<file path="src/include/vdp_settings.svh">
`ifndef VDP_SETTINGS_SVH
`define VDP_SETTINGS_SVH

// Datapath and address widths
`define VDP_DATA_W     64
`define VDP_ADDR_W     40
`define VDP_CSR_IDX_W  4

// Operand buffer depth and counter width (counts 0 to 8)
`define VDP_MAX_LEN    8
`define VDP_LEN_W      4

// Byte distance between consecutive vector elements
`define VDP_ELEM_BYTES 8

// CSR map
`define VDP_CSR_A_PTR   4'd0
`define VDP_CSR_B_PTR   4'd1
`define VDP_CSR_LEN     4'd2
`define VDP_CSR_START   4'd3
`define VDP_CSR_STATUS  4'd4
`define VDP_CSR_RES_PTR 4'd5

`endif

</file>
<file path="src/rtl/vdp_pkg.sv">
`include "vdp_settings.svh"

package vdp_pkg;

  // Single-beat CSR command
  typedef struct packed {
    logic                      write;
    logic [`VDP_CSR_IDX_W-1:0] idx;
    logic [`VDP_DATA_W-1:0]    data;
  } csr_cmd_t;

  // Response echoes the command's kind and index
  typedef struct packed {
    logic                      write;
    logic [`VDP_CSR_IDX_W-1:0] idx;
    logic [`VDP_DATA_W-1:0]    data;
  } csr_resp_t;

  // Run configuration seen by the sequencer
  typedef struct packed {
    logic [`VDP_ADDR_W-1:0] a_ptr;
    logic [`VDP_ADDR_W-1:0] b_ptr;
    logic [`VDP_ADDR_W-1:0] res_ptr;
    // Already saturated to 0..8
    logic [`VDP_LEN_W-1:0]  len;
  } vdp_cfg_t;

  // Memory request, load when write is low
  typedef struct packed {
    logic                   write;
    logic [`VDP_ADDR_W-1:0] addr;
    logic [`VDP_DATA_W-1:0] data;
  } mem_req_t;

endpackage

</file>
<file path="src/rtl/vdp_seq.sv">
`timescale 1ns/1ps
`include "vdp_settings.svh"

module vdp_seq
  (input  logic                   clk_i
  , input  logic                   reset_i

  , input  vdp_pkg::vdp_cfg_t      cfg_i
  , input  logic                   start_pending_i
  , output logic                   busy_o
  , output logic                   done_o

  , output vdp_pkg::mem_req_t      mem_req_o
  , output logic                   mem_req_v_o
  , input  logic                   mem_req_ready_i
  , input  logic                   mem_resp_v_i

  , output logic                   clear_bufs_o
  , output logic                   load_a_o
  , output logic                   load_b_o
  , input  logic [`VDP_LEN_W-1:0]  count_a_i
  , input  logic [`VDP_LEN_W-1:0]  count_b_i

  , output logic                   capture_o
  , input  logic [`VDP_DATA_W-1:0] result_i
  );

  typedef enum logic [2:0] {
    e_idle
    , e_issue
    , e_wait_resp
    , e_capture
    , e_store
    , e_wait_store
  } state_e;

  state_e                 state_r;
  state_e                 state_n;
  logic                   phase_b;
  logic                   last_b;
  logic [`VDP_ADDR_W-1:0] load_addr;

  // A is complete once its count reaches the length
  assign phase_b = (count_a_i == cfg_i.len);
  assign last_b  = phase_b && ((count_b_i + 1'b1) == cfg_i.len);

  assign load_addr = phase_b ? (cfg_i.b_ptr + count_b_i * `VDP_ELEM_BYTES)
                             : (cfg_i.a_ptr + count_a_i * `VDP_ELEM_BYTES);

  always_ff @(posedge clk_i) begin
    if (reset_i)
      state_r <= e_idle;
    else
      state_r <= state_n;
  end

  always_comb begin
    state_n         = state_r;
    mem_req_v_o     = 1'b0;
    mem_req_o.write = 1'b0;
    mem_req_o.addr  = load_addr;
    mem_req_o.data  = '0;
    clear_bufs_o    = 1'b0;
    load_a_o        = 1'b0;
    load_b_o        = 1'b0;
    capture_o       = 1'b0;
    done_o          = 1'b0;

    case (state_r)
      e_idle: begin
        if (start_pending_i) begin
          clear_bufs_o = 1'b1;
          // Empty vectors skip straight to a zero result
          state_n      = (cfg_i.len == '0) ? e_capture : e_issue;
        end
      end
      e_issue: begin
        mem_req_v_o = 1'b1;
        if (mem_req_ready_i)
          state_n = e_wait_resp;
      end
      e_wait_resp: begin
        if (mem_resp_v_i) begin
          load_a_o = ~phase_b;
          load_b_o = phase_b;
          state_n  = last_b ? e_capture : e_issue;
        end
      end
      e_capture: begin
        capture_o = 1'b1;
        state_n   = e_store;
      end
      e_store: begin
        mem_req_v_o     = 1'b1;
        mem_req_o.write = 1'b1;
        mem_req_o.addr  = cfg_i.res_ptr;
        mem_req_o.data  = result_i;
        if (mem_req_ready_i)
          state_n = e_wait_store;
      end
      e_wait_store: begin
        if (mem_resp_v_i) begin
          done_o  = 1'b1;
          state_n = e_idle;
        end
      end
      default: begin
        state_n = e_idle;
      end
    endcase
  end

  assign busy_o = (state_r != e_idle);

endmodule

</file>
<file path="config.mk">
export PLATFORM = sky130hd
export DESIGN_NAME = vdp_seq
export DESIGN_NICKNAME = d
export VERILOG_FILES = /design/src/rtl/vdp_pkg.sv /design/src/rtl/vdp_seq.sv
export VERILOG_INCLUDE_DIRS = /design/src /design/src/include
export SDC_FILE = /design/constraint.sdc
export NUM_CORES = 1
export LEC_CHECK = 0
export BUFFER_PORTS_ARGS = -buffer_cell sky130_fd_sc_hd__clkbuf_2
export CAP_MARGIN = 20
export CORE_AREA = 4 4 118 120
export DETAILED_ROUTE_END_ITERATION = 10
export DIE_AREA = 0 0 122 124
export GPL_TIMING_DRIVEN = 0
export HOLD_SLACK_MARGIN = 0.05
export PLACE_DENSITY = 0.61
export SYNTH_ARGS = -nofsm -noshare
export SYNTH_HDL_FRONTEND = slang
export SYNTH_SLANG_ARGS = --single-unit
</file>
<file path="constraint.sdc">
create_clock -name clk_i -period 4.4 [get_ports clk_i]
set_clock_uncertainty 0.05 [all_clocks]
set_input_delay 0.88 -clock clk_i [delete_from_list [all_inputs] [get_ports clk_i]]
set_output_delay 0.88 -clock clk_i [all_outputs]
set_load 0.05 [all_outputs]
</file>
==> results.py <==
metrics = {
    "run_status": {
        "status": "complete, no violations",
    },
    "setup_path": {
        "timing.rr.start": "state_r[1]",
        "ff2ff_path_depth": 8,
        "critPathLaunchType": "input port",
        "r2r-end": "state_r[1]",
        "worstSetupPathType": "in2out",
        "worstPathArrival_ns": 3.33,
        "reg2reg_slack_ns": 2.44,
        "end_kind": "output port",
        "worst-path-max-fanout": 8,
        "critPathRequiredTime_ns": 3.47,
    },
    "placed_design": {
        "hpwl_mm": 14.76,
        "pre_cts_ws_ns": -0.04528,
        "post_dp_cell_area_um2": 4885,
        "dp_cells": 965,
        "place_congestion": 0.8893,
        "portBuffers": 311,
    },
    "power_and_ir_drop": {
        "p_leak_uw": 0.002719,
        "p_total_uw": 804.4,
        "power_density_nw_per_um2": 160.5,
        "max-vdd-ir-drop_mv": 0.09123,
    },
    "cells_and_area": {
        "area_delta_synth_final_pct": 61.23,
        "diodes": 0,
        "final_nets": 1008,
        "largest_registers": "state_r (3)",
        "n_fill_cell": 1416,
        "final_cells": 971,
        "largest_reg_flops": 3,
        "multi_input_area_um2": 2910,
        "seq_area_um2": 60.06,
        "drive_gt1_frac": 0.4252,
        "top_register": "state_r",
        "fin_area_um2": 5011,
    },
    "synth": {
        "ys_types": 45,
        "synth_area_per_cell_um2": 6.502,
        "ys_seq_area_frac": 0.01932,
        "synthDominantCellAreaShare": 0.1494,
        "syn-num-nets": 690,
        "synthTopCellsByCount": "74 x and3_1, 53 x xnor2_1, 40 x nand2_1",
        "synth_top_area_cell": "xnor2_1",
        "ys_ff_latch": 3,
        "synthesis.area_um2": 3108,
        "yosysWarnings": 0,
        "synth_edf_count": 0,
        "netlist_instances": 478,
        "ys.flop_type": "dfxtp_1",
        "yosysMostFrequentCell": "and3_1",
        "ys_top_cells_by_area": "xnor2_1 15%, and3_1 15%, xor2_1 6.8%",
        "async_flop_share": 0,
    },
    "clocking": {
        "cts_buffers": 3,
        "path_clk_slew_ns": 0.03,
        "root_buffer": "clkbuf_16",
        "cts_htree_levels": 1,
        "hold_buffers": 0,
        "insertion_delay_ns": 0.22,
        "clkSinkCount": 3,
        "tritoncts": "done",
        "clockBufferDepth": 2,
    },
    "route": {
        "wirelength_mm": 16.98,
        "drc": 0,
        "via_per_inst": 4.999,
        "drtPass1Iterations": 5,
        "postRouteAntennaNets": 0,
        "vias": 4854,
        "drtIter0Drc": 298,
        "wl_per_cell_um": 17.48,
    },
    "die": {
        "die_x_um": 122,
        "rows": 42,
        "die_h_um": 124,
        "start_util": 0.2394,
        "ios": 313,
        "core_area_um2": 12980,
        "fp.dieArea_um2": 15130,
    },
    "sta": {
        "postLayoutSetupSlackWorst_ns": 0.1407,
        "finalHoldViolations": 0,
        "tightest_slew_ns": 0.7123,
        "whs_ns": 0.7980,
        "min_period_ns": 4.259,
        "slew_headroom": 0.5208,
        "maxClockFrequency_mhz": 234.8,
        "slew_violations": 0,
        "setup_violations": 0,
        "fin_crit_sh": 0.9680,
    },
    "min_path": {
        "min_path_type": "reg2reg",
        "hp-start": "state_r[1]",
        "hold_depth": 3,
        "hold_end": "state_r[0]",
    },
    "global_routing": {
        "grt_pass1_vias": 4332,
        "grt_remaining_overflow": 0,
        "grt_use_total": 0.2004,
        "antenna_found_initial": 0,
        "grt_max_degree": 11,
        "grt_pass1_wl_mm": 23.87,
    },
    "flow_run": {
        "max_cap_violations": 0,
    },
}
-- worst max-delay path by stage --
| stage | from | to | slack, ns | cells after the start |
|---|---|---|---|---|
| after floorplan | cfg_i[47] | mem_req_o[71] | 0.06 | 8 |
| after global placement | count_a_i[0] | mem_req_o[75] | -0.06 | 10 |
| after detailed placement | count_a_i[0] | mem_req_o[75] | -0.05 | 10 |
| after CTS | count_b_i[0] | mem_req_o[87] | 0.02 | 11 |
| after global routing | count_a_i[0] | mem_req_o[101] | -0.01 | 10 |
| final | count_a_i[0] | mem_req_o[101] | 0.14 | 10 |
-- where the power goes --
| part | total (uW) | internal [uW] | switching (uW) |
|---|---|---|---|
| combinational | 630 | 197 | 433 |
| clock | 145 | 120 | 24.9 |
| sequential | 30.0 | 29.4 | 0.648 |
-- routing by layer --
| metal | global-route usage | vias up | share of wire |
|---|---|---|---|
| met1 | 0.2630 | 2189 | 0.41 |
| li1 | - | 2406 | - |
| met4 | 0.04202 | 0 | 0.016 |
| met3 | 0.02180 | 18 | 0.085 |
| met2 | 0.3553 | 241 | 0.49 |
| met5 | 0 | - | 0 |
-- cell usage in the layout, fill, tap and decap left out, drive strengths merged, types with 11 or more instances in the layout --
cell | netlist | layout
nand3 | 22 | 22
nand2 | 40 | 40
o21ai | 28 | 28
xor2 | 24 | 24
nand4 | 30 | 30
xnor2 | 53 | 53
nor2 | 28 | 28
o22ai | 15 | 15
nor3 | 11 | 11
and3 | 74 | 74
a21oi | 29 | 29
clkbuf | 32 | 347
-- what timing repair did --
action	CTS	global route
buffers inserted	0	2
pin swaps	0	1
endpoints found under the setup margin	2	15
gates resized for setup	1	8
-- stage by stage --
stage,setup TNS [ns],utilization
6_report,0,0.3861
5_1_grt,-0.01394,0.3861
4_1_cts,0,0.3828
3_5_place_dp,-0.06637,0.3763
3_3_place_gp,-0.09914,0.3763
2_1_floorplan,0,-
-- critical path, cell delays in order --
cell and delay, ns:
clkbuf_2 0.10, ha_1 0.19, fa_1 0.27, a211oi_2 0.15, nor4_4 0.58, nand4_4 0.24, o21a_1 0.23, o21ai_0 0.23
o211ai_1 0.18, clkbuf_2 0.28
-- cells by family after synthesis --
family | share of synthesized area
and+or+nand+nor | 0.4388
DFF | 0.01932
buffers and inverters | 0.05395
adders and majority gates | 0.04912
AOI/OAI and AO/OA | 0.1860
muxes | 0.03583
xor gates and xnor gates | 0.2170
-- layout make-up --
type,count,area share
Tap cell,176,0.04394
Clock buffer,4,0.01573
Sequential cell,3,0.01199
Multi-Input combinational cell,431,0.5808
Inverter,10,0.007491
Buffer,34,0.02647
Timing Repair Buffer,313,0.3136
Power figures use the tool's default switching activity.
