$ cat src/include/vdp_settings.svh
`ifndef VDP_SETTINGS_SVH
`define VDP_SETTINGS_SVH

// Datapath and address widths
`define VDP_DATA_W     64
`define VDP_ADDR_W     40
`define VDP_CSR_IDX_W  4

// Operand buffer depth and counter width (counts 0 to 8)
`define VDP_MAX_LEN    8
`define VDP_LEN_W      4

// Byte distance between consecutive vector elements
`define VDP_ELEM_BYTES 8

// CSR map
`define VDP_CSR_A_PTR   4'd0
`define VDP_CSR_B_PTR   4'd1
`define VDP_CSR_LEN     4'd2
`define VDP_CSR_START   4'd3
`define VDP_CSR_STATUS  4'd4
`define VDP_CSR_RES_PTR 4'd5

`endif

$ cat src/rtl/vdp_operand_buf.sv
`timescale 1ns/1ps
`include "vdp_settings.svh"

module vdp_operand_buf
  (input  logic                                     clk_i
  , input  logic                                     reset_i
  , input  logic                                     clear_i
  , input  logic                                     load_a_i
  , input  logic                                     load_b_i
  , input  logic [`VDP_DATA_W-1:0]                   data_i
  , output logic [`VDP_MAX_LEN-1:0][`VDP_DATA_W-1:0] vec_a_o
  , output logic [`VDP_MAX_LEN-1:0][`VDP_DATA_W-1:0] vec_b_o
  , output logic [`VDP_LEN_W-1:0]                    count_a_o
  , output logic [`VDP_LEN_W-1:0]                    count_b_o
  );

  logic [`VDP_MAX_LEN-1:0][`VDP_DATA_W-1:0] vec_a_r;
  logic [`VDP_MAX_LEN-1:0][`VDP_DATA_W-1:0] vec_b_r;
  logic [`VDP_LEN_W-1:0]                    count_a_r;
  logic [`VDP_LEN_W-1:0]                    count_b_r;

  // Cleared entries multiply to 0 in the tree
  always_ff @(posedge clk_i) begin
    if (clear_i) begin
      vec_a_r <= '0;
      vec_b_r <= '0;
    end else begin
      if (load_a_i)
        vec_a_r[count_a_r[`VDP_LEN_W-2:0]] <= data_i;
      if (load_b_i)
        vec_b_r[count_b_r[`VDP_LEN_W-2:0]] <= data_i;
    end
  end

  always_ff @(posedge clk_i) begin
    if (reset_i || clear_i) begin
      count_a_r <= '0;
      count_b_r <= '0;
    end else begin
      if (load_a_i)
        count_a_r <= count_a_r + 1'b1;
      if (load_b_i)
        count_b_r <= count_b_r + 1'b1;
    end
  end

  assign vec_a_o   = vec_a_r;
  assign vec_b_o   = vec_b_r;
  assign count_a_o = count_a_r;
  assign count_b_o = count_b_r;

endmodule

$ cat config.mk
export PLATFORM = sky130hd
export DESIGN_NAME = vdp_operand_buf
export DESIGN_NICKNAME = d
export VERILOG_FILES = /design/src/rtl/vdp_operand_buf.sv
export VERILOG_INCLUDE_DIRS = /design/src /design/src/include
export SDC_FILE = /design/constraint.sdc
export NUM_CORES = 2
export LEC_CHECK = 0
export ABC_AREA = 1
export BUFFER_PORTS_ARGS = -buffer_cell sky130_fd_sc_hd__buf_2
export CAP_MARGIN = 20
export CORE_AREA = 2 2 424 426
export CTS_BUF_LIST = sky130_fd_sc_hd__clkbuf_4
export DETAILED_ROUTE_END_ITERATION = 6
export DIE_AREA = 0 0 426 428
export HOLD_SLACK_MARGIN = 0.12
export PLACE_DENSITY = 0.48
export REMOVE_ABC_BUFFERS = 1
export SLEW_MARGIN = 20
export SYNTH_ARGS = -nofsm -noshare
export SYNTH_HDL_FRONTEND = slang
export SYNTH_SLANG_ARGS = --single-unit
$ cat constraint.sdc
create_clock -name clk_i -period 2.45 [get_ports clk_i]
set_clock_uncertainty 0.05 [all_clocks]
set_input_delay 0.49 -clock clk_i [delete_from_list [all_inputs] [get_ports clk_i]]
set_output_delay 0.49 -clock clk_i [all_outputs]
set_load 0.05 [all_outputs]
==> metrics.log <==
[metrics] Synthesis Warnings: 0
[metrics] vias post-DR: 43780
[metrics] maximum cell stage delay along the critical path: roughly 0.38 ns
[metrics] share of final-layout standard cells stronger than drive strength 1: 0.3981
[metrics] Worst Hold Endpoint: vec_a_o[119]
[metrics] static power due to leakage: between 20 and 30 nW
[metrics] Routability Congestion: 0.8252
[metrics] Top Ports: approximately 1100
[metrics] commonest register cell after synthesis: sky130_fd_sc_hd__dfxtp_1
[metrics] category of the worst setup path capture point: primary output
[metrics] clk sink count: 1032
[metrics] final critical-path share of the clock period: 0.9779
[metrics] Buffers & Inverters on Critical Path: 1
[metrics] first-pass GRT wire length: approximately 290000 um
[metrics] Die Outline Area: 182300 um^2
[metrics] Post-Syn Area: 39890 um^2
[metrics] crit path max fanout: 2
[metrics] area overhead of the layout relative to synthesis: 64.21%
[metrics] drt first-iter violations: just over 3000
[metrics] Crit Reg-Reg Endpoint: vec_a_o[497]
[metrics] number of max-cap violations: 0
[metrics] sequential fraction of the synthesis area: 0.5179
[metrics] instance count of the mapped netlist: 5753
[metrics] cell depth of the worst flop-to-flop path: 7
[metrics] cell class contributing the biggest share of worst-path delay: flip-flops
[metrics] data arrival time at the worst-slack endpoint: 1.86 ns
[metrics] post-route antenna net violation count: 0
[metrics] TritonCTS clock tree: built
[metrics] run status: complete, no violations
[metrics] worst min-delay path category: in -> reg
[metrics] final critical-path setup slack: between 0.05 and 0.06 ns
[metrics] unrepaired setup endpoints after global routing: true
[metrics] number of antenna violations at the first check in global routing: 6
[metrics] overall die height: 428 um
[metrics] routed len/inst: between 20 and 25 um
[metrics] buffer depth of the longest clock path: 4
[metrics] power density relative to cell area: just under 600 nW/um^2
[metrics] clock-pin slew reported for the worst setup and hold paths after clock tree synthesis: 0.06 ns
[metrics] final setup violating endpoints: 0
[metrics] DRT Wirelength: 200500 um
[metrics] type of the worst setup path: reg -> out
[metrics] CTS Buf Count: approximately 320
[metrics] Cell Chain, Critical Path: buf_8
[metrics] maximum operating frequency: 417.4 MHz
[metrics] via density per instance: 4.567
[metrics] starting density of the core: 0.2245
[metrics] count of different cell masters after synthesis: 15
[metrics] time the worst path needs with I/O delays and setup: between 2 and 2.5 ns
[metrics] Nets: 7088
[metrics] top area cells in the synthesized netlist: sky130_fd_sc_hd__dfxtp_1 (52%), sky130_fd_sc_hd__nor2_1 (19%), sky130_fd_sc_hd__nand3_1 (11%)
[metrics] largest net degree at the start of global routing: 81
[metrics] die span in x: about 430 um
[metrics] buffer type at the clock tree root: sky130_fd_sc_hd__clkbuf_4
[metrics] quantity of I/O buffers inserted on ports: 1100
[metrics] first drt pass iteration count: 6
[metrics] beginning of the critical path: vec_a_o[488]
[metrics] number of H-tree branching levels: 5
[metrics] overall track demand over capacity in global routing: 0.2115
[metrics] max-slew headroom at the worst pin: 0.4329
[metrics] Req. time, crit path: 1.91 ns
[metrics] flop and latch count out of synthesis: 1032
[metrics] number of enable-type register cells in the synthesized netlist: 0
[metrics] number of placement rows: 155
[metrics] share of synthesized flip-flops with an asynchronous set or reset: 0
[metrics] flop2flop setup slack: roughly 0.50 ns
[metrics] startpoint of the worst register-to-register path: count_a_o[0]
[metrics] Least-Margin Pin Slew: 0.8497 ns
[metrics] total overflow reported by the global router: 0
[metrics] hpwl dp: 128300 um
[metrics] Hold Startpoint: data_i[55]
[metrics] worst hold slack: roughly 0.31 ns
[metrics] fraction of post-synthesis cell area in the top cell type by area: 0.5179
[metrics] via count of the first global-routing pass: 42080
[metrics] Slowest-stage cell, CP: sky130_fd_sc_hd__dfxtp_4
[metrics] number of remaining DRC errors: 0
[metrics] clock latency reported for the late side of the worst-skew pair: 1.26 ns
[metrics] Worst VDD drop: approximately 440 uV
[metrics] cell with the most instances after synthesis: sky130_fd_sc_hd__nor2_1
[metrics] ranking of synthesized cells by instance count: sky130_fd_sc_hd__nor2_1 (2065), sky130_fd_sc_hd__nand2_1 (1173), sky130_fd_sc_hd__dfxtp_1 (1032)
[metrics] post-placement setup slack: 0.4133 ns
[metrics] pins over their slew limit: 0
[metrics] Total Power: 38.87 mW
[metrics] post-synthesis cell type with the largest combined area: sky130_fd_sc_hd__dfxtp_1
[metrics] Final Hold Fails: 0
[metrics] cell depth of the worst min-delay path: 6
[metrics] synthesized area per cell: 6.933 um^2
[metrics] Core Area: between 150000 and 200000 um^2
[metrics] startpoint kind of the worst setup timing path: register
[layer usage]
layer,up-vias,part of all wire,track usage
met4,4,0.062,0.1277
met2,1925,0.48,0.3538
met5,-,0.00010,0
li1,20550,-,-
met1,20790,0.39,0.2395
met3,517,0.073,0.05634
[what timing repair did]
item / in CTS / in global routing
hold buffers: 100 / 0
endpoints found under the hold margin: 1032 / 0
pin swaps: 0 / 0
setup buffers: 20 / 19
resized for setup: 4066 / 65
cloned: 0 / 0
endpoints found under the setup margin: 1032 / 662
[flip-flops by register name, indices dropped and copies added, names as in the netlist]
signal and flops:
count_b_o 4, vec_a_o 512, count_a_o 4, vec_b_o 512
[metrics by stage]
stage	area, um^2	util	std cells	setup TNS [ns]
5_1_grt	65500	0.3687	9585	-27.78
4_1_cts	65110	0.3665	9558	-68.23
6_report	65500	0.3687	9587	0
2_1_floorplan	37760	-	5270	-6345.49
3_5_place_dp	48770	0.2745	8914	0
3_3_place_gp	48770	0.2745	8914	0
[worst register-to-register path: stages (launching register included)]
cell,delay (ns)
sky130_fd_sc_hd__dfxtp_4,0.37
sky130_fd_sc_hd__buf_4,0.14
sky130_fd_sc_hd__nand2_1,0.33
sky130_fd_sc_hd__nor2_4,0.29
sky130_fd_sc_hd__buf_12,0.26
sky130_fd_sc_hd__nand2_1,0.21
sky130_fd_sc_hd__nand2_1,0.09
sky130_fd_sc_hd__nor2_1,0.05
[worst max-delay path by stage]
stage,endpoint,slack (ns),cells after the start
2_1_floorplan,vec_b_o[0],-6.22,4
3_3_place_gp,vec_a_o[338],0.42,8
3_5_place_dp,vec_a_o[192],0.41,8
4_1_cts,vec_a_o[478],-0.15,1
5_1_grt,vec_a_o[478],-0.09,1
6_report,vec_a_o[488],0.05,1
[cells in the final DEF, fill, tap and decap left out]
cell,netlist,final
sky130_fd_sc_hd__nor2_1,2065,2055
sky130_fd_sc_hd__buf_2,229,68
sky130_fd_sc_hd__inv_1,75,73
sky130_fd_sc_hd__nor2_4,0,24
sky130_fd_sc_hd__bufinv_16,0,3
sky130_fd_sc_hd__buf_4,9,150
sky130_fd_sc_hd__inv_6,0,1
sky130_fd_sc_hd__dfxtp_2,0,962
sky130_fd_sc_hd__nand3_1,898,898
sky130_fd_sc_hd__inv_2,3,7
sky130_fd_sc_hd__buf_8,0,889
sky130_fd_sc_hd__inv_4,0,2
sky130_fd_sc_hd__clkinv_2,0,4
sky130_fd_sc_hd__o21ai_0,1,1
sky130_fd_sc_hd__clkinv_1,0,39
sky130_fd_sc_hd__clkbuf_4,0,471
sky130_fd_sc_hd__a21oi_1,6,6
sky130_fd_sc_hd__nand2_2,1,1
sky130_fd_sc_hd__diode_2,0,10
sky130_fd_sc_hd__dfxtp_4,0,70
sky130_fd_sc_hd__ha_1,2,2
sky130_fd_sc_hd__buf_12,0,116
sky130_fd_sc_hd__nand2_1,1173,1173
sky130_fd_sc_hd__buf_6,0,105
sky130_fd_sc_hd__inv_8,0,2
sky130_fd_sc_hd__dlygate4sd3_1,0,100
[final cells by class]
| type | instances | area (um^2) |
|---|---|---|
| Tap cell | 2355 | 2947 |
| Antenna cell | 10 | 25.02 |
| Multi-Input combinational cell | 4160 | 16950 |
| Timing Repair Buffer | 1428 | 19320 |
| Fill cell | 18330 | 112100 |
| Clock inverter | 53 | 282.8 |
| Clock buffer | 471 | 3536 |
| Inverter | 78 | 317.8 |
| Sequential cell | 1032 | 22130 |
[power breakdown]
group | switching (mW) | internal (mW) | leakage (nW) | total, mW
Combinational | 3.08 | 1.56 | 16.9 | 4.64
Clock | 7.88 | 9.00 | 2.32 | 16.9
Sequential | 0.279 | 17.1 | 8.87 | 17.3
[kinds of logic (layout without fill, tap and decap cells)]
logic type,count (synthesis),count (layout),synth area share
other,0,10,0
AND/OR/NAND/NOR,4151,4151,0.4197
adder cells (fa/ha/maj),2,2,0.0006273
buffers and inverters,561,2030,0.06082
flip-flops,1032,1032,0.5179
AO/OA/AOI/OAI,7,7,0.0008782
No activity file was read; power rests on OpenSTA's default activity.
