### config.mk
export PLATFORM = sky130hd
export DESIGN_NAME = vdp_csr_regs
export DESIGN_NICKNAME = d
export VERILOG_FILES = /design/src/rtl/vdp_pkg.sv /design/src/rtl/vdp_csr_regs.sv
export VERILOG_INCLUDE_DIRS = /design/src /design/src/include
export SDC_FILE = /design/constraint.sdc
export NUM_CORES = 1
export LEC_CHECK = 0
export BUFFER_PORTS_ARGS = -buffer_cell sky130_fd_sc_hd__buf_2
export CORE_MARGIN = 2
export CORE_UTILIZATION = 35
export DETAILED_ROUTE_END_ITERATION = 6
export RECOVER_POWER = 50
export SLEW_MARGIN = 20
export SYNTH_ARGS = -nofsm -noshare
export SYNTH_HDL_FRONTEND = slang
export SYNTH_SLANG_ARGS = --single-unit
### constraint.sdc
create_clock -name clk_i -period 5.35 [get_ports clk_i]
set_input_delay 1.07 -clock clk_i [delete_from_list [all_inputs] [get_ports clk_i]]
set_output_delay 1.07 -clock clk_i [all_outputs]
set_load 0.05 [all_outputs]
### src/include/vdp_settings.svh
`ifndef VDP_SETTINGS_SVH
`define VDP_SETTINGS_SVH

// Datapath and address widths
`define VDP_DATA_W     64
`define VDP_ADDR_W     40
`define VDP_CSR_IDX_W  4

// Operand buffer depth and counter width (counts 0 to 8)
`define VDP_MAX_LEN    8
`define VDP_LEN_W      4

// Byte distance between consecutive vector elements
`define VDP_ELEM_BYTES 8

// CSR map
`define VDP_CSR_A_PTR   4'd0
`define VDP_CSR_B_PTR   4'd1
`define VDP_CSR_LEN     4'd2
`define VDP_CSR_START   4'd3
`define VDP_CSR_STATUS  4'd4
`define VDP_CSR_RES_PTR 4'd5

`endif

### src/rtl/vdp_pkg.sv
`include "vdp_settings.svh"

package vdp_pkg;

  // Single-beat CSR command
  typedef struct packed {
    logic                      write;
    logic [`VDP_CSR_IDX_W-1:0] idx;
    logic [`VDP_DATA_W-1:0]    data;
  } csr_cmd_t;

  // Response echoes the command's kind and index
  typedef struct packed {
    logic                      write;
    logic [`VDP_CSR_IDX_W-1:0] idx;
    logic [`VDP_DATA_W-1:0]    data;
  } csr_resp_t;

  // Run configuration seen by the sequencer
  typedef struct packed {
    logic [`VDP_ADDR_W-1:0] a_ptr;
    logic [`VDP_ADDR_W-1:0] b_ptr;
    logic [`VDP_ADDR_W-1:0] res_ptr;
    // Already saturated to 0..8
    logic [`VDP_LEN_W-1:0]  len;
  } vdp_cfg_t;

  // Memory request, load when write is low
  typedef struct packed {
    logic                   write;
    logic [`VDP_ADDR_W-1:0] addr;
    logic [`VDP_DATA_W-1:0] data;
  } mem_req_t;

endpackage

### src/rtl/vdp_csr_regs.sv
`timescale 1ns/1ps
`include "vdp_settings.svh"

module vdp_csr_regs
  (input  logic               clk_i
  , input  logic               reset_i

  , input  vdp_pkg::csr_cmd_t  csr_cmd_i
  , input  logic               csr_cmd_v_i
  , output logic               csr_cmd_ready_o

  , output vdp_pkg::csr_resp_t csr_resp_o
  , output logic               csr_resp_v_o
  , input  logic               csr_resp_ready_i

  , input  logic               busy_i
  , input  logic               done_i
  , output vdp_pkg::vdp_cfg_t  cfg_o
  , output logic               start_pending_o
  );

  localparam logic [`VDP_LEN_W-1:0] max_len = `VDP_MAX_LEN;

  logic [`VDP_DATA_W-1:0] a_ptr_r;
  logic [`VDP_DATA_W-1:0] b_ptr_r;
  logic [`VDP_DATA_W-1:0] len_r;
  logic [`VDP_DATA_W-1:0] start_r;
  logic [`VDP_DATA_W-1:0] res_ptr_r;

  logic                   cmd_fire;
  logic [`VDP_DATA_W-1:0] rd_data;
  vdp_pkg::csr_resp_t     resp_r;
  logic                   resp_v_r;

  // Only one transaction in flight
  assign csr_cmd_ready_o = ~resp_v_r;
  assign cmd_fire        = csr_cmd_v_i & csr_cmd_ready_o;

  always_comb begin
    case (csr_cmd_i.idx)
      `VDP_CSR_A_PTR:   rd_data = a_ptr_r;
      `VDP_CSR_B_PTR:   rd_data = b_ptr_r;
      `VDP_CSR_LEN:     rd_data = len_r;
      `VDP_CSR_START:   rd_data = start_r;
      `VDP_CSR_STATUS:  rd_data = {{(`VDP_DATA_W-1){1'b0}}, ~busy_i};
      `VDP_CSR_RES_PTR: rd_data = res_ptr_r;
      default:          rd_data = '0;
    endcase
  end

  always_ff @(posedge clk_i) begin
    if (reset_i) begin
      a_ptr_r   <= '0;
      b_ptr_r   <= '0;
      len_r     <= '0;
      start_r   <= '0;
      res_ptr_r <= '0;
    end else begin
      if (done_i)
        start_r <= '0;
      // A write landing on the done cycle still wins
      if (cmd_fire && csr_cmd_i.write) begin
        case (csr_cmd_i.idx)
          `VDP_CSR_A_PTR:   a_ptr_r   <= csr_cmd_i.data;
          `VDP_CSR_B_PTR:   b_ptr_r   <= csr_cmd_i.data;
          `VDP_CSR_LEN:     len_r     <= csr_cmd_i.data;
          `VDP_CSR_START:   start_r   <= csr_cmd_i.data;
          `VDP_CSR_RES_PTR: res_ptr_r <= csr_cmd_i.data;
          default: begin
          end
        endcase
      end
    end
  end

  always_ff @(posedge clk_i) begin
    if (reset_i)
      resp_v_r <= 1'b0;
    else if (cmd_fire)
      resp_v_r <= 1'b1;
    else if (csr_resp_ready_i)
      resp_v_r <= 1'b0;
  end

  always_ff @(posedge clk_i) begin
    if (cmd_fire) begin
      resp_r.write <= csr_cmd_i.write;
      resp_r.idx   <= csr_cmd_i.idx;
      resp_r.data  <= csr_cmd_i.write ? '0 : rd_data;
    end
  end

  assign csr_resp_o   = resp_r;
  assign csr_resp_v_o = resp_v_r;

  assign cfg_o.a_ptr   = a_ptr_r[`VDP_ADDR_W-1:0];
  assign cfg_o.b_ptr   = b_ptr_r[`VDP_ADDR_W-1:0];
  assign cfg_o.res_ptr = res_ptr_r[`VDP_ADDR_W-1:0];
  // Lengths above the buffer depth behave as a full buffer
  assign cfg_o.len     = (len_r > `VDP_MAX_LEN) ? max_len : len_r[`VDP_LEN_W-1:0];

  assign start_pending_o = (start_r != '0);

endmodule

==> impl_summary.txt, run 1 <==
----------------------------------------------------
[Outcome]
  Status ... complete, but fails checks
  Violated checks ... capacitance limit, slew limit

[Place]
  Routability Congestion ... 0.805
  HPWL after detailed placement ... approximately 38,000 um
  Port-buffer cells ... 270

[Worst hold path]
  Hold Path Stages ... 2
  Class of the worst hold path ... flip-flop to flip-flop
  Worst hold start ... b_ptr_r[52]

[STA]
  Peak clock frequency supported by timing ... about 220 MHz
  Aggregate negative setup slack ... 0 ps
  Slew HR ... -142%
  Final count of hold timing violations ... 0
  Final clock period utilization by the worst path ... 85.7%
  Fin crit period ... 4590 ps
  Number of slew-limit violations in the final report ... about 380
  Max Clock Skew ... 30.2 ps
  Final setup fails ... 0
  Unrepaired setup endpoints after global routing ... no
  Worst hold margin ... 452 ps
  Slew at the pin closest to its max-slew limit ... 3630 ps

[Clocking]
  TritonCTS clock tree ... done
  Hold Buf Count CTS ... 0
  Post-CTS Setup Repair Bufs ... 0
  Clock buffer depth ... 3
  Buffer type at the clock tree root ... sky130_fd_sc_hd__clkbuf_16
  Quantity of gates resized following cts ... 0
  Number of sinks handled by clock tree synthesis ... 390
  Clock network latency to the later pin of the worst-skew pair ... 600 ps
  Clock transition at the registers of the reported paths ... 60 ps
  Number of buffers inserted during clock tree synthesis ... 42
  Number of levels in the clock H-tree ... 2

[Cells and area]
  Commonest cells after routing, fill and taps aside ... sky130_fd_sc_hd__nand2_1, sky130_fd_sc_hd__a21oi_1, sky130_fd_sc_hd__dfxtp_1
  Nets ... 2,093
  Most common cell after layout, fill and taps aside ... sky130_fd_sc_hd__nand2_1
  Growth of design area from synthesis to finish ... 11.5%
  Proportion of layout cells with a drive suffix above 1 ... 12.1%
  Fillcell total ... 4,833

[Power]
  Leakage Power ... slightly below 6 nW
  Switching component of the power ... 1.63 mW
  Part of the power in combinational logic ... under 10%
  Fraction of power consumed by sequential logic ... 46.8%
  Internal portion of total power ... 4.88 mW
  Clock share of power ... 46.7%
  Maximum vdd drop ... 0.187 mV
  Switching part of the total ... between 20% and 30%
  Power density over the cells ... around 350 nW/um2

[Floorplan]
  Initial cell density of the core ... 35.4%
  Die Height ... 223 um
  Die width ... 223 um
  Count of pins on the block boundary ... approximately 270
  FP Rows ... 80
  Die Area ... about 50,000 um2
  Core box area ... 47,600 um2

[Global route]
  Antenna violations before repair ... 2
  Maximum number of pins on one net before global-route repair ... 161
  Overall fraction of global-route tracks in use ... 22.9%
  Via count of the first global-routing pass ... 13,500
  GR Overflow Total ... 0
  Global-route wire length before repair ... 87,500 um

[Critical path]
  Worst setup path startpoint ... csr_cmd_i[65]
  R2R Path Start ... csr_resp_v_o
  Endpoint kind of the worst setup timing path ... flip-flop
  Data required time at the worst endpoint ... 5620 ps
  Critical Path AT ... 4860 ps
  Depth of the most critical reg-to-reg path ... 5
  Type of the worst setup path ... input port to flip-flop
  Critical-path maximum fanout ... 51
  Type of origin of the critical path ... input port

[Synth]
  Netlist Area Pre-Place ... 16,900 um2
  Sequential element share of the synthesized area ... 50.4%
  Most frequently used flop master after synthesis ... sky130_fd_sc_hd__dfxtp_1
  Library cells used by synthesis ... 34
  Number of warning messages in the yosys log ... 0
  Synthesized area per cell ... 8.65 um2
  Count of flip-flops with a built-in enable after synthesis ... between 60 and 70
  Cell count after synthesis ... 1,948
  #FFs+latches synth ... just under 400
  Number of nets in the synthesized netlist ... 2,023
  Post-synthesis async set-or-reset flop share ... 0%

[Routing]
  Detailed-route via count ... around 14,000
  Detail Route Antenna Nets ... 0
  # DRC ... 0
  Routed wire length per instance ... ~22 um
  First DRT Iteration DRCs ... 1,216
  Detailed-route vias per instance ... ~5.4
  Overall routed net length ... 58,900 um
  Initial DRT Pass Iterations ... 7

[Flow run]
  Max Cap Violations ... 6

----------------------------------------------------
-- layout make-up --
class	count	area, um2	area share, %
Tap cell	615	769	4.10
Timing Repair Buffer	298	1340	7.12
Clock inverter	20	193	1.03
Multi-Input combinational cell	1284	6730	35.8
Antenna cell	1	2.50	0.0133
Sequential cell	390	8500	45.2
Clock buffer	58	1240	6.61
Inverter	2	7.51	0.0400
-- cells in the mapped netlist, drive strengths merged, types with 2 or more instances --
master  number  area (um2)
buf        219        1460
nand3b      65         488
mux2        64         721
and2         6        37.5
inv          2        7.51
nor2         3        11.3
nand4        8        50.1
nor4        32         206
edfxtp      69        2070
a21oi      383        1920
clkbuf      53         200
dfxtp      321        6430
a22oi      126         946
and3b        2        17.5
nand2      582        2190
-- worst paths after layout --
check / endpoint / slack [ps]
setup / recovery: csr_resp_o[48] / 760
hold / removal: b_ptr_r[52] / 450
setup reg to reg: start_r[7] / 2640
hold reg to reg: b_ptr_r[52] / 450
-- flip-flops by register name, summed over array words and instances (netlist names) --
| name | cells |
|---|---|
| b_ptr_r | 64 |
| len_r | 64 |
| res_ptr_r | 64 |
| csr_resp_v_o | 1 |
| a_ptr_r | 64 |
| csr_resp_o | 69 |
| start_r | 64 |
-- routing by layer --
layer | part of all wire [%] | global-route usage [%] | vias to the layer above
met5 | 0.031 | 0 | -
met4 | 1.8 | 6.37 | 2
met2 | 47 | 36.7 | 578
met1 | 45 | 31.5 | 6940
met3 | 7.1 | 4.23 | 73
li1 | - | - | 6740
-- logic make-up after synthesis --
logic type             Yosys count  share of synthesized area (%)
AOI/OAI and AO/OA              514                           17.2
buffers and inverters          274                           9.87
DFF                            390                           50.4
muxes                           64                           4.28
and+or+nand+nor                706                           18.2
-- power groups by stage --
stage	Sequential, mW	Combinational (mW)	Clock, mW
6_report	3.05	0.424	3.04
5_1_grt	3.05	0.444	3.20
4_1_cts	3.05	0.433	3.09
3_5_place_dp	3.11	0.432	0
3_3_place_gp	3.11	0.427	0
2_1_floorplan	3.20	0.177	0
-- worst max-delay path, stage by stage --
cell and delay, ps:
sky130_fd_sc_hd__buf_4 330, sky130_fd_sc_hd__clkbuf_1 2500, sky130_fd_sc_hd__mux2_2 500, sky130_fd_sc_hd__a22oi_1 270
sky130_fd_sc_hd__a21oi_1 140
-- through the flow --
stage	utilization (%)	std cells	setup WS [ps]	area (um2)	total power [mW]
2_1_floorplan	-	1948	749	16900	3.38
3_3_place_gp	37.0	2588	849	17600	3.54
3_5_place_dp	37.0	2589	1530	17600	3.54
4_1_cts	40.0	2667	902	19100	6.57
5_1_grt	39.4	2667	477	18800	6.69
6_report	39.4	2668	764	18800	6.51
Note: power is estimated with default switching activity, not from simulation.
==> run 2, diff against run 1 <==
- clock period: 5.35 -> 3.7 ns (I/O delays scaled with it)
==> impl_summary.txt, run 2 (synthesized netlist as in run 1, its figures left out) <==
----------------------------------------------------
[Critical path]
  Data required time at the worst endpoint ... just under 3000 ps
  Type of origin of the critical path ... flip-flop
  R2R Path Start ... csr_resp_v_o
  Depth of the most critical reg-to-reg path ... 2
  Worst reg2reg setup slack ... between 900 and 1000 ps
  Type of the worst setup path ... flip-flop to output pin
  Worst setup path startpoint ... start_r[47]
  Endpoint kind of the worst setup timing path ... output pin
  Critical Path AT ... about 2700 ps
  Critical-path maximum fanout ... 3

[Worst hold path]
  Worst hold start ... csr_resp_ready_i
  Class of the worst hold path ... input port to flip-flop
  Hold Path Stages ... 2

[Clocking]
  Hold Buf Count CTS ... 0
  Clock buffer depth ... 3
  Number of buffers inserted during clock tree synthesis ... 44
  Post-CTS Setup Repair Bufs ... 0
  Clock transition at the registers of the reported paths ... 60 ps
  Clock network latency to the later pin of the worst-skew pair ... 570 ps
  Number of sinks handled by clock tree synthesis ... 390
  TritonCTS clock tree ... done
  Quantity of gates resized following cts ... 0
  Buffer type at the clock tree root ... sky130_fd_sc_hd__clkbuf_16
  Number of levels in the clock H-tree ... 2

[Power]
  Switching component of the power ... 2.30 mW
  Part of the power in combinational logic ... 6.6%
  Maximum vdd drop ... around 0.30 mV
  Switching part of the total ... 24.5%
  Leakage Power ... 6.04 nW
  Power density over the cells ... 497 nW/um2
  Internal portion of total power ... just over 7 mW
  Power, Total ... roughly 9.4 mW
  Fraction of power consumed by sequential logic ... a little under half
  Clock share of power ... 46.5%

[Cells and area]
  Fillcell total ... between 4,000 and 5,000
  Flip-flop and latch area ... 8500 um2
  Commonest cells after routing, fill and taps aside ... sky130_fd_sc_hd__nand2_1, sky130_fd_sc_hd__a21oi_1, sky130_fd_sc_hd__dfxtp_1
  Area occupied by multi-input gates ... 6720 um2
  Most common cell after layout, fill and taps aside ... sky130_fd_sc_hd__nand2_1
  Nets ... 2,108
  Proportion of layout cells with a drive suffix above 1 ... 12.7%
  Post-Layout Cell Count ... 2,685
  Growth of design area from synthesis to finish ... 12.2%
  Flip-flop count of the largest register, all copies and words added ... 69

[Global route]
  Overall fraction of global-route tracks in use ... 23.3%
  Via count of the first global-routing pass ... 13,600
  Global-route wire length before repair ... a little under 90,000 um
  Maximum number of pins on one net before global-route repair ... 110
  GR Overflow Total ... 0
  Antenna violations before repair ... 3

[Floorplan]
  Count of pins on the block boundary ... 271
  Die width ... 223 um
  Die Height ... roughly 220 um
  FP Rows ... 80
  Die Area ... 49,900 um2
  Core box area ... 47,600 um2
  Initial cell density of the core ... a little over a third

[Routing]
  Detailed-route vias per instance ... 5.43
  Overall routed net length ... between 50,000 and 60,000 um
  # DRC ... 0
  Initial DRT Pass Iterations ... 6
  First DRT Iteration DRCs ... around 1,700
  Detailed-route via count ... 14,600
  Detail Route Antenna Nets ... 0
  Routed wire length per instance ... 22.1 um

[STA]
  Number of slew-limit violations in the final report ... 262
  Final count of hold timing violations ... 0
  Fin crit period ... 3410 ps
  Slew at the pin closest to its max-slew limit ... 2460 ps
  Peak clock frequency supported by timing ... 293 MHz
  Aggregate negative setup slack ... 0 ps
  Unrepaired setup endpoints after global routing ... no
  Final clock period utilization by the worst path ... 92.2%
  Final setup fails ... 0
  Worst Setup Slack, final ... 290 ps
  Slew HR ... -64.1%
  Max Clock Skew ... 12.7 ps

[Place]
  Setup WS pre-CTS ... 844 ps
  Placed cell count ... 2,602
  Port-buffer cells ... 270
  Routability Congestion ... 0.804
  HPWL after detailed placement ... 39,500 um

[Outcome]
  Status ... complete, but fails checks
  Violated checks ... capacitance limit, slew limit

[Flow run]
  Max Cap Violations ... 5

----------------------------------------------------
-- run 2: metrics by stage --
step | hold slack, ps | util [%] | area, um2
global route | 335 | 39.7 | 18900
global placement | 439 | 37.3 | 17800
CTS | 321 | 40.3 | 19200
floorplan | 434 | - | 16900
finish | 355 | 39.7 | 18900
detailed placement | 447 | 37.3 | 17800
-- run 2: worst paths after layout --
path	endpoint
worst max register to register	csr_resp_o[34]
worst min register to register	a_ptr_r[55]
worst max-delay path	start_pending_o
worst min-delay path	csr_resp_v_o
-- run 2: layout make-up --
class / instances / area share [%]
sequential: 390 / 44.9
multi-input combinational: 1284 / 35.5
timing repair buffer: 311 / 7.80
clock buffer: 66 / 6.74
tap: 615 / 4.07
clock inverter: 15 / 0.847
inverter: 2 / 0.0397
antenna: 2 / 0.0265
-- run 2: critical path, cell delays in order, from the launching register on --
cell and delay [ps]:
sky130_fd_sc_hd__dfxtp_1 340, sky130_fd_sc_hd__nor4_1 580, sky130_fd_sc_hd__nand4_1 250, sky130_fd_sc_hd__or4_1 670, sky130_fd_sc_hd__buf_2 260
-- run 2: metal layers --
layer | vias up | global-route usage (%) | part of all wire, %
li1 | 6787 | - | -
met1 | 7031 | 32.2 | 44
met2 | 684 | 36.5 | 46
met3 | 81 | 5.27 | 8.4
met4 | 2 | 6.24 | 2.1
met5 | - | 0 | 0.022
-- run 2: power groups by stage --
stage,combinational (mW),clock [mW],sequential (mW)
after floorplan,0.257,0,4.62
after detailed placement,0.641,0,4.50
after global routing,0.654,4.64,4.41
after CTS,0.642,4.46,4.40
after global placement,0.635,0,4.50
final,0.622,4.36,4.41
